==> src/hisPkg.sv <==
`default_nettype none

package hisPkg;

    localparam int sampleW  = 8;    // timestamp width
    localparam int binW     = 4;    // bin address width
    localparam int binNum   = 16;   // bins per pixel histogram
    localparam int pixelNum = 4;
    localparam int pixelW   = 2;
    localparam int dataNum  = 4;    // samples per pixel per acquisition
    localparam int dataW    = 2;
    localparam int acqNum   = 2;    // acquisitions per pass
    localparam int acqW     = 1;
    localparam int countW   = 4;    // holds 8 hits per pixel per pass
    localparam int halfWin  = 8;    // half of the fine window
    localparam int maxLower = 240;  // highest legal window start

    typedef logic [sampleW-1:0] sampleT;
    typedef logic [binW-1:0]    binT;
    typedef logic [pixelW-1:0]  pixelT;
    typedef logic [countW-1:0]  countT;

    typedef enum logic {
        COARSE = 1'b0,              // top bits of the timestamp
        FINE   = 1'b1               // 1-LSB bins inside the window
    } passT;

endpackage

`default_nettype wire

==> src/hisBus.sv <==
`default_nettype none

interface hisBus;
    import hisPkg::*;

    logic   hit;        // one-cycle strobe, bin this sample
    pixelT  pixel;
    passT   pass;
    sampleT sample;
    binT    binAddr;
    logic   inRange;
    logic   passStart;  // one-cycle strobe, clear histograms

    modport seq (output hit, pixel, pass, sample, passStart);

    modport win (input sample, pass, pixel, output binAddr, inRange);

    modport acc (input hit, pixel, pass, sample, binAddr, inRange, passStart);

endinterface

`default_nettype wire

==> src/binAccumulator.sv <==
`default_nettype none

module binAccumulator (
    input  logic        clk,
    input  logic        combin_res,
    hisBus.acc          bus,
    output hisPkg::binT peakBin [hisPkg::pixelNum]
);
    import hisPkg::*;

    countT binCount [pixelNum][binNum];   // 16 bins for each pixel
    countT maxCount [pixelNum];           // running maximum per pixel
    countT nextCount;

    assign nextCount = binCount[bus.pixel][bus.binAddr] + 1'b1;

    always_ff @(posedge clk or negedge combin_res) begin
        if (!combin_res) begin
            for (int p = 0; p < pixelNum; p++) begin
                for (int b = 0; b < binNum; b++) begin
                    binCount[p][b] <= '0;
                end
                maxCount[p] <= '0;
                peakBin[p]  <= '0;
            end
        end else if (bus.passStart) begin
            for (int p = 0; p < pixelNum; p++) begin
                for (int b = 0; b < binNum; b++) begin
                    binCount[p][b] <= '0;
                end
                maxCount[p] <= '0;
                peakBin[p]  <= '0;
            end
        end else if (bus.hit && bus.inRange) begin
            binCount[bus.pixel][bus.binAddr] <= nextCount;
            // strictly greater, so the earlier bin keeps a tie
            if (nextCount > maxCount[bus.pixel]) begin
                maxCount[bus.pixel] <= nextCount;
                peakBin[bus.pixel]  <= bus.binAddr;
            end
        end
    end

endmodule

`default_nettype wire

==> src/binWindow.sv <==
`default_nettype none

module binWindow (
    input hisPkg::sampleT lowerBound,
    hisBus.win            bus
);
    import hisPkg::*;

    sampleT offset;

    assign offset = bus.sample - lowerBound;   // wraps when below the window

    always_comb begin
        if (bus.pass == COARSE) begin
            bus.binAddr = bus.sample[sampleW-1 -: binW];   // top bits only
            bus.inRange = 1'b1;
        end else begin
            // lowerBound is at most 240, so the window never wraps past 255
            bus.binAddr = offset[binW-1:0];
            bus.inRange = (bus.sample >= lowerBound) &&
                          (offset < sampleT'(binNum));
        end
    end

endmodule

`default_nettype wire

==> src/hisBuilderTop.sv <==
`default_nettype none

module hisBuilderTop (
    input  logic           clk,
    input  logic           combin_res,
    input  logic           sampleReq,
    input  hisPkg::sampleT sample,
    input  logic           resultAck,
    output logic           sampleAck,
    output logic           resultReq,
    output hisPkg::pixelT  resultPixel,
    output hisPkg::sampleT resultPeak
);
    import hisPkg::*;

    hisBus  bus ();
    binT    peakBin [pixelNum];   // fine peaks after the second pass
    sampleT lowerBound;

    sampleSequencer uSeq (
        .clk         (clk),
        .combin_res  (combin_res),
        .sampleReq   (sampleReq),
        .sample      (sample),
        .resultAck   (resultAck),
        .sampleAck   (sampleAck),
        .resultReq   (resultReq),
        .resultPixel (resultPixel),
        .bus         (bus.seq)
    );

    binWindow uWin (
        .lowerBound (lowerBound),
        .bus        (bus.win)
    );

    binAccumulator uAcc (
        .clk        (clk),
        .combin_res (combin_res),
        .bus        (bus.acc),
        .peakBin    (peakBin)
    );

    peakWindowCalc uCalc (
        .clk         (clk),
        .combin_res  (combin_res),
        .pass        (bus.pass),
        .passStart   (bus.passStart),
        .peakBin     (peakBin),
        .pixel       (bus.pixel),
        .resultPixel (resultPixel),
        .lowerBound  (lowerBound),
        .resultPeak  (resultPeak)
    );

endmodule

`default_nettype wire

==> src/peakWindowCalc.sv <==
`default_nettype none

module peakWindowCalc (
    input  logic           clk,
    input  logic           combin_res,
    input  hisPkg::passT   pass,
    input  logic           passStart,
    input  hisPkg::binT    peakBin [hisPkg::pixelNum],
    input  hisPkg::pixelT  pixel,
    input  hisPkg::pixelT  resultPixel,
    output hisPkg::sampleT lowerBound,
    output hisPkg::sampleT resultPeak
);
    import hisPkg::*;

    sampleT lowerReg [pixelNum];   // fine window start per pixel

    // coarse bin start minus half a window, floored at 0
    function automatic sampleT clampLower(input binT bin);
        logic [sampleW:0] centre;
        centre = {1'b0, bin, {(sampleW - binW){1'b0}}};
        if (centre <= (sampleW + 1)'(halfWin)) begin
            return '0;
        end
        return sampleT'(centre - (sampleW + 1)'(halfWin));
    endfunction

    always_ff @(posedge clk or negedge combin_res) begin
        if (!combin_res) begin
            for (int p = 0; p < pixelNum; p++) begin
                lowerReg[p] <= '0;
            end
        end else if (passStart && pass == COARSE) begin
            for (int p = 0; p < pixelNum; p++) begin
                lowerReg[p] <= clampLower(peakBin[p]);   // coarse peaks still held
            end
        end
    end

    assign lowerBound = lowerReg[pixel];
    assign resultPeak = lowerReg[resultPixel] + sampleT'(peakBin[resultPixel]);

endmodule

`default_nettype wire

==> src/sampleSequencer.sv <==
`default_nettype none

module sampleSequencer (
    input  logic           clk,
    input  logic           combin_res,
    input  logic           sampleReq,
    input  hisPkg::sampleT sample,
    input  logic           resultAck,
    output logic           sampleAck,
    output logic           resultReq,
    output hisPkg::pixelT  resultPixel,
    hisBus.seq             bus
);
    import hisPkg::*;

    typedef enum logic [1:0] {
        sIntake,    // waiting for a sample request
        sWaitLow,   // acked, waiting for the request to drop
        sReadout    // handing out the four peaks
    } seqStateT;

    seqStateT         state;
    logic [dataW-1:0] inCnt;
    pixelT            pixCnt;
    logic [acqW-1:0]  acqCnt;
    passT             pass;
    sampleT           sampleReg;
    logic             hit;
    logic             passStart;
    logic             goReadout;   // accepted sample closes a fine pass
    logic             lastSample;

    assign lastSample = (inCnt == dataW'(dataNum - 1)) &&
                        (pixCnt == pixelT'(pixelNum - 1)) &&
                        (acqCnt == acqW'(acqNum - 1));

    assign bus.hit       = hit;
    assign bus.passStart = passStart;
    assign bus.pixel     = pixCnt;    // counters hold until ack falls
    assign bus.pass      = pass;
    assign bus.sample    = sampleReg;

    always_ff @(posedge clk) begin
        if (state == sIntake && sampleReq) begin
            sampleReg <= sample;   // captured on the ack edge
        end
    end

    always_ff @(posedge clk or negedge combin_res) begin
        if (!combin_res) begin
            state       <= sIntake;
            sampleAck   <= 1'b0;
            resultReq   <= 1'b0;
            resultPixel <= '0;
            inCnt       <= '0;
            pixCnt      <= '0;
            acqCnt      <= '0;
            pass        <= COARSE;
            hit         <= 1'b0;
            passStart   <= 1'b0;
            goReadout   <= 1'b0;
        end else begin
            hit       <= 1'b0;
            passStart <= 1'b0;
            if (passStart) begin
                pass <= (pass == COARSE) ? FINE : COARSE;
            end
            // last coarse update lands first, then clear
            if (hit && lastSample && pass == COARSE) begin
                passStart <= 1'b1;
            end
            case (state)
                sIntake: begin
                    if (sampleReq) begin
                        sampleAck <= 1'b1;
                        hit       <= 1'b1;
                        goReadout <= lastSample && (pass == FINE);
                        state     <= sWaitLow;
                    end
                end
                sWaitLow: begin
                    if (!sampleReq) begin
                        sampleAck <= 1'b0;
                        if (inCnt == dataW'(dataNum - 1)) begin
                            inCnt <= '0;
                            if (pixCnt == pixelT'(pixelNum - 1)) begin
                                pixCnt <= '0;
                                if (acqCnt == acqW'(acqNum - 1)) begin
                                    acqCnt <= '0;
                                end else begin
                                    acqCnt <= acqCnt + 1'b1;
                                end
                            end else begin
                                pixCnt <= pixCnt + 1'b1;
                            end
                        end else begin
                            inCnt <= inCnt + 1'b1;
                        end
                        if (goReadout) begin
                            resultReq <= 1'b1;   // pixel 0 first
                            state     <= sReadout;
                        end else begin
                            state <= sIntake;
                        end
                    end
                end
                sReadout: begin
                    if (resultReq && resultAck) begin
                        resultReq <= 1'b0;
                        if (resultPixel == pixelT'(pixelNum - 1)) begin
                            resultPixel <= '0;
                            passStart   <= 1'b1;   // back to coarse
                            state       <= sIntake;
                        end
                    end else if (!resultReq && !resultAck) begin
                        resultPixel <= resultPixel + 1'b1;
                        resultReq   <= 1'b1;
                    end
                end
                default: state <= sIntake;
            endcase
        end
    end

endmodule

`default_nettype wire

==> config.mk <==
export PLATFORM = sky130hd
export DESIGN_NAME = hisBuilderTop
export DESIGN_NICKNAME = d
export VERILOG_FILES = /design/src/hisPkg.sv /design/src/hisBus.sv /design/src/binAccumulator.sv /design/src/binWindow.sv /design/src/hisBuilderTop.sv /design/src/peakWindowCalc.sv /design/src/sampleSequencer.sv
export SDC_FILE = /design/constraint.sdc
export NUM_CORES = 1
export LEC_CHECK = 0
export ABC_AREA = 1
export BUFFER_PORTS_ARGS = -buffer_cell sky130_fd_sc_hd__buf_4
export CAP_MARGIN = 40
export CORE_MARGIN = 8
export CORE_UTILIZATION = 30
export CTS_BUF_LIST = sky130_fd_sc_hd__clkbuf_2
export DETAILED_ROUTE_END_ITERATION = 6
export GPL_TIMING_DRIVEN = 0
export PLACE_DENSITY_LB_ADDON = 0.12
export SYNTH_ARGS = -nofsm -noshare
export SYNTH_HDL_FRONTEND = slang
export SYNTH_HIERARCHICAL = 1
export SYNTH_SLANG_ARGS = --single-unit
export TNS_END_PERCENT = 100
==> constraint.sdc <==
create_clock -name clk -period 4.8 [get_ports clk]
set_input_delay 0.24 -clock clk [delete_from_list [all_inputs] [get_ports clk]]
set_output_delay 0.24 -clock clk [all_outputs]
set_load 0.1 [all_outputs]
* Word level (Yosys, flattened, before mapping)
Index checks and enable logic that the tools add are counted.
Cells by class: shifts and indexed selects 0, $add $sub $neg 11, divide/modulo/power cells 0, equal/unequal tests 12, magnitude comparators 12, bitwise logic cells 5, multipliers 0, multiplexer cells 79, reductions and logical operators 30
Operator list (number):
- $mux W256 | 2
- $bwmux W256 | 1
- $mux W64 | 3
- $bmux W64 S2 | 1
- $demux W64 S2 | 1
- $mux W16 | 6
- $mux W8 | 12
- $mux W4 | 9
- $bmux W8 S2 | 2
- $bwmux W16 | 2
- $le A8 B4 Y1 const B | 4
- $sub A8 B4 Y8 const B | 4
- $mux W1 | 23
- $mux W2 | 9
- $bmux W4 S2 | 2
- $bmux W4 S4 | 1
- $demux W4 S4 | 1
- $logic_and A1 B1 Y1 | 13
- $reduce_and A4 Y1 | 3
- $reduce_bool A2 Y1 | 5
- $reduce_and A3 Y1 | 3
- $add A8 B4 Y8 | 1
- $demux W4 S2 | 1
- $eq A2 B2 Y1 const B | 4
- other kinds (23) | 36
Storage, ports and cells: flip-flop bits (word level) 343, memories kept 0, logic and storage cells 237, memory bits (writable) 0, output and inout bits 12, bits in read-only memories 0, bits in latches 0, bits of input ports 12

* Depth between registers and ports, before layout
depth in word-level cells 16, gate-level depth with buffers 32

* Modules after synthesis
Netlist, hierarchy kept.
By module, submodules not included:
- binAccumulator | area an instance 14501.4 um^2, cells an instance 1965, sequential area each 7206.9 um^2, instances 1
- peakWindowCalc | area an instance 1541.5 um^2, cells an instance 222, sequential area each 500.5 um^2, instances 1
- sampleSequencer | area an instance 991.0 um^2, cells an instance 99, sequential area each 615.6 um^2, instances 1
- binWindow | area an instance 444.2 um^2, cells an instance 83, sequential area each 0.0 um^2, instances 1

* Worst setup path after synthesis
Ideal clock, no wire load.
path kind reg2reg, start point register uSeq.pixCnt[0] (netlist: uSeq/bus.pixel[0]), end point register uAcc/maxCount[2] (netlist name), cell stages (with the launch flop) 30, arrival time 4.196 ns, buffers on the path 3, slack 0.469 ns, library setup time 0.136 ns, cells stage by stage dfrtp_1 > buf_2 > inv_1 > buf_2 > nor2_1 > o22ai_1 > inv_1 > ha_1 > xor2_1 > o21ai_1 > inv_1 > nand2_1 > nor2_1 > nand2_1 > nand2_1 > nor2_1 > nand3_1 > inv_1 > nand2_1 > ha_1 > xnor2_4 > ha_1 > a41o_1 > a21oi_1 > nand2_1 > nand2_1 > inv_1 > clkbuf_1 > nand2_1 > o21ai_0
Between the ends: longest elaborated chain between the ends 15, elaborated cells between the ends (all ways) 35, classes of those cells add/sub: 2; order compare: 5; mux: 20; bitwise: 2; reduce/logical: 6
Ends and longest elaborated chain:
- from (decl) | RTL line sampleSequencer.sv:24 | pixelT pixCnt;
- from (signal assigned) | RTL line sampleSequencer.sv:94 | pixCnt <= pixCnt + 1'b1;
- $not A2 Y3 (implied by the code) (*) | RTL line peakWindowCalc.sv:40 | assign lowerBound = lowerReg[pixel];
- $bmux W8 S2 (*) | RTL line peakWindowCalc.sv:40
- $mux W8 (implied by the code) (*) (2 in series) | RTL line peakWindowCalc.sv:40
- net lowerBound[3] | RTL line hisBuilderTop.sv:18 | sampleT lowerBound;
- $sub A8 B8 Y8 (*) | RTL line binWindow.sv:11 | assign offset = bus.sample - lowerBound;
- $mux W4 (*) | RTL line binWindow.sv:14 | if (bus.pass == COARSE) begin
- net bus.binAddr[3] | RTL line hisBus.sv:10 | binT binAddr;
- $not A4 Y5 (implied by the code) (*) | RTL line binAccumulator.sv:15 | assign nextCount = binCount[bus.pixel][bus.binAddr] + 1'b1;
- $bmux W4 S4 (*) | RTL line binAccumulator.sv:15
- $mux W4 (implied by the code) (*) (2 in series) | RTL line binAccumulator.sv:15
- $add A4 B1 Y4 (*) | RTL line binAccumulator.sv:15
- parallel branches: the longest is 4 deep, another holds $gt A4 B4 Y1
- to (signal, indexed assignment) | RTL line binAccumulator.sv:38 | maxCount[bus.pixel] <= nextCount;
- to (decl) | RTL line binAccumulator.sv:12 | countT maxCount [pixelNum];
Mark *: on every way through the listed nets, which the timed path passes. The select of a mux whose other input is x is not followed. A chain may end at the register's enable or synchronous reset.

* Worst setup path after layout
start point register uSeq.sampleReg[1] (netlist: uSeq/bus.sample[1]), end point register uAcc/peakBin[10] (netlist name)
Between the ends: longest elaborated chain between the ends 10, elaborated cells between the ends (all ways) 20, classes of those cells add/sub: 2; order compare: 3; mux: 9; bitwise: 1; reduce/logical: 5
Ends and longest elaborated chain:
- from (decl) | RTL line sampleSequencer.sv:27 | sampleT sampleReg;
- from (signal assigned) | RTL line sampleSequencer.sv:45 | sampleReg <= sample;
- $sub A8 B8 Y8 | RTL line binWindow.sv:11
- $mux W4 | RTL line binWindow.sv:14
- net bus.binAddr[1] | RTL line hisBus.sv:10
- $not A4 Y5 (implied by the code) | RTL line binAccumulator.sv:15
- $bmux W4 S4 | RTL line binAccumulator.sv:15
- $mux W4 (implied by the code) (2 in series) | RTL line binAccumulator.sv:15
- $add A4 B1 Y4 | RTL line binAccumulator.sv:15
- $gt A4 B4 Y1 | RTL line binAccumulator.sv:37 | if (nextCount > maxCount[bus.pixel]) begin
- $reduce_bool A2 Y1 (no line)
- $reduce_and A2 Y1 (no line)
- to (signal, indexed assignment) | RTL line binAccumulator.sv:39 | peakBin[bus.pixel] <= bus.binAddr;
- to (decl) | RTL line binAccumulator.sv:7 | output hisPkg::binT peakBin [hisPkg::pixelNum]
The timed path passes the listed nets, and every way through them passes these cells. The select of a mux whose other input is x is not followed.

==> key figures <==
Setup path
  – Delay-heaviest family, CP: simple AND/OR/NAND/NOR gates
  – CP Data Arrival Time: 5.58 ns
  – Required @ worst endpoint: 5.73 ns
  – Top cell by count, worst path: nand2_1
  – Critical path class: flop to flop
  – CP peak stage delay: roughly 0.54 ns
  – R2r endpoint: uAcc/peakBin[10]$_DFFE_PN0P_
  – Buffers & Inverters on Critical Path: 8
  – Worst Path Max Fanout: 10
  – Reg-to-Reg Start: uSeq/bus.sample[1]$_DFFE_PP_
  – R2R depth: 27
  – Worst Setup End Kind: flop
  – Slowest CP cell: fa_1
  – Reg2Reg Setup Slack: 0.15 ns
  – CP startpoint kind: flop

Place
  – Post-DP HPWL: 53.4 mm
  – Pre-CTS WS: -1.81 ns
  – GPL Wtd Cong: 0.919
  – I/O Buffers: 23
  – Placed insts: about 3,200

Final layout
  – Nets: 2,592
  – Layout cells sized above 1: 0.141
  – Count of non-filler cells in the finished layout: approximately 3,400
  – Multi-input logic area: 8040 sq um
  – Post-layout util: 0.355
  – Final-layout fill cell count: 6,362
  – Area Overhead vs Synth: 17.1%
  – Register Area: 8330 sq um

Synth
  – Synth top area share: 0.462
  – Seq/Total Area, Yosys: 0.476
  – Distinct cells, synth: 42
  – Main synth FF type: dfrtp_1
  – Post-synth EDFFs: 8
  – Yosys reg bits: 331
  – Avg Cell Area, Syn: 7.38 sq um
  – Mapped Cells: 2,369
  – Mapped Area: about 17,000 sq um
  – Largest cells by area after synthesis: dfrtp_1, nand2_1, o21ai_0, inv_1, nor2_1
  – Synth async-reset ratio: 0.976
  – Area leader, netlist: dfrtp_1
  – Yosys warns: 6

Power and ir drop
  – Peak supply drop: 0.333 mV
  – Power density over the cells: 402 nW/um^2
  – Leakage: between 10 and 15 nW
  – Total power: 8.23 mW

Timing
  – Rel. slew slack: 0.380
  – Tmin final: ~4.6 ns
  – Clk_skew: 0.0932 ns
  – Final Hold Viols: 0
  – Fin. max-slew vios: 0
  – Final Cycle Share: 0.968
  – # setup viols final: 0
  – Fin worst setup slack: around 0.15 ns
  – Slew @ Worst Pin: 0.930 ns
  – F_max: 0.215 GHz
  – Final setup TNS: 0 ns

Die
  – Die height: 257 microns
  – Die W: roughly 260 microns
  – IO Count: 24
  – Core Region: just under 60,000 sq um
  – Initial cell density of the core: 0.303
  – Row cnt: 88
  – Die area: between 60,000 and 70,000 sq um

Worst hold path
  – Worst min path class: input pin to flop
  – Hold EP: uSeq/resultPixel[1]$_DFFE_PN0P_
  – Hold path start: resultAck
  – Worst Hold Depth: 6

Job
  – Maxcap violations: 0

Drt
  – Vias per cell: between 5 and 6
  – DRC: 0
  – Post-route ant nets: 0
  – Starting DRT DRC Count: 1,435
  – Wire per inst: 22.1 microns
  – Vias: approximately 17,000
  – Router iterations before antenna repair: 5
  – Final wirelength: about 75 mm

GRT
  – Initial antenna violation count: 2
  – Global-route wire length before repair: 110 mm
  – Largest net degree at the start of global routing: 101
  – Vias in the first global route: 16,800
  – GRT Overall Usage: 0.222
  – Gr ovfl total: 0

Clock network
  – Root Buffer: clkbuf_2
  – Clock sinks: 331
  – Clk_lat worst skew: roughly 1.1 ns
  – CTS tree: done
  – Clk pin slew, worst setup/hold paths: ~0.08 ns
  – Num CTS Buffers: 96
  – Longest Clk Path Bufs: 3
  – H-tree Lvls: 3

Outcome
  – Status: finished clean
routing by layer:
metal | part of all wire | vias to the layer above | track usage | wire length, microns
li1 | - | 7974 | - | -
met1 | 0.45 | 8287 | 0.301 | 34000
met2 | 0.46 | 573 | 0.353 | 34200
met3 | 0.054 | 154 | 0.0365 | 4020
met4 | 0.036 | 0 | 0.0833 | 2710
met5 | 0 | - | 0 | 0
worst register-to-register path, stage by stage (launching register included):
cell      delay (ns)
edfxtp_1        0.37
inv_1           0.07
fa_1            0.54
o21ai_4         0.27
inv_1           0.14
nand2_4         0.14
inv_2           0.13
clkbuf_4        0.26
nand2_1         0.11
nand2_1         0.09
nor2_1          0.16
nor2_1          0.06
nor2_1          0.20
nand2_2         0.20
nand3_1         0.13
nand2_2         0.07
nand2_4         0.10
buf_12          0.16
ha_4            0.24
a41o_1          0.24
a21oi_4         0.14
buf_12          0.14
nand2_4         0.05
nand2_1         0.09
inv_1           0.07
clkbuf_8        0.17
nand2_1         0.06
o21ai_0         0.08
metrics by stage:
stage	cell area (sq um)	hold WS (ns)
detailed placement	18800	0.240
global route	20500	0.124
global placement	18600	0.419
CTS	20300	0.0632
finish	20500	0.215
floorplan	17500	-0.0556
layout make-up:
type	count	share of cell area
diodes	3	0.000367
plain buffers	94	0.0309
clock buffers	133	0.0325
clock inverters	31	0.00642
inverters	230	0.0426
multi-input cells	1715	0.393
flip-flops and latches	331	0.407
well taps	765	0.0468
repair buffers	87	0.0408
power by group:
| part | leakage (nW) | switching [mW] | internal [mW] |
|---|---|---|---|
| sequential | 4.56 | 0.0877 | 2.87 |
| clock | 0.609 | 1.28 | 0.747 |
| combinational | 4.84 | 2.46 | 0.778 |
placed cells by master, fill, tap and decap left out, types with 14 or more instances in the layout:
cell	Yosys	final
buf_4	16	71
buf_6	13	18
nor2_1	156	142
a21oi_1	90	88
ha_1	24	21
nand2_2	10	16
o21ai_0	225	221
clkbuf_2	0	134
clkinv_1	0	23
dlygate4sd3_1	0	21
o21ai_1	57	56
buf_2	28	23
nand3_1	94	93
o22ai_1	46	45
clkbuf_1	28	21
nand2_1	942	926
dfrtp_1	323	320
inv_1	223	216
inv_2	6	14
nor2_4	4	18
worst max path at each step:
stage | end | start | cells after the start | slack [ns]
finish | uAcc/peakBin[10]$_DFFE_PN0P_ | uSeq/bus.sample[1]$_DFFE_PP_ | 27 | 0.15
floorplan | uAcc/maxCount[2]$_DFFE_PN0P_ | uSeq/bus.pixel[0]$_DFFE_PN0P_ | 29 | 0.47
detailed placement | uAcc/maxCount[14]$_DFFE_PN0P_ | uSeq/bus.pixel[0]$_DFFE_PN0P_ | 31 | -1.81
CTS | uAcc/maxCount[0]$_DFFE_PN0P_ | uSeq/bus.pixel[0]$_DFFE_PN0P_ | 27 | 0.03
global route | uAcc/peakBin[5]$_DFFE_PN0P_ | uSeq/bus.pixel[0]$_DFFE_PN0P_ | 33 | -0.04
global placement | uAcc/maxCount[14]$_DFFE_PN0P_ | uSeq/bus.pixel[0]$_DFFE_PN0P_ | 31 | -1.78
what timing repair did:
| action | 4_1_cts | 5_1_grt |
|---|---|---|
| resized for setup | 83 | 33 |
| endpoints found under the hold margin | 353 | 0 |
| endpoints found under the setup margin | 265 | 53 |
| setup buffers | 22 | 12 |
| hold buffers | 22 | 0 |
| pin swaps | 17 | 10 |
logic make-up (layout without fill, tap and decap cells):
group | Yosys count | count (layout) | synth area share
other | 1 | 6 | 0.000215
muxes | 1 | 1 | 0.000573
adders and majority gates | 25 | 25 | 0.0183
buffers and inverters | 325 | 575 | 0.0823
xor gates and xnor gates | 11 | 11 | 0.00659
DFF | 331 | 331 | 0.476
and+or+nand+nor | 1240 | 1240 | 0.285
AOI/OAI and AO/OA | 435 | 435 | 0.131
synth_stat cells (2+ instances only):
cell type  instances
a21oi_1           90
a221oi_1           3
a22o_1             3
a22oi_1            8
buf_1              8
buf_2             28
buf_4             16
buf_6             13
clkbuf_1          28
dfrtp_1          323
edfxtp_1           8
ha_1              24
inv_1            223
inv_2              6
nand2_1          942
nand2_2           10
nand3_1           94
nand3_2           11
nand3b_1           2
nand4_1            9
nor2_1           156
nor2_2             8
nor2_4             4
o21ai_0          225
o21ai_1           57
o22ai_1           46
xnor2_1            4
xor2_1             6
registers in the layout, indices dropped and copies added (netlist names):
signal              count
uSeq/bus.pass           1
uSeq/resultReq          1
uCalc/lowerReg         20
uSeq/resultPixel        2
uAcc/maxCount          16
uSeq/state              2
uSeq/bus.passStart      1
uAcc/peakBin           16
uSeq/inCnt              2
uSeq/bus.sample         8
uAcc/binCount         256
uSeq/sampleAck          1
uSeq/acqCnt             1
uSeq/goReadout          1
uSeq/bus.pixel          2
uSeq/bus.hit            1
(Power assumes the default switching activity.)
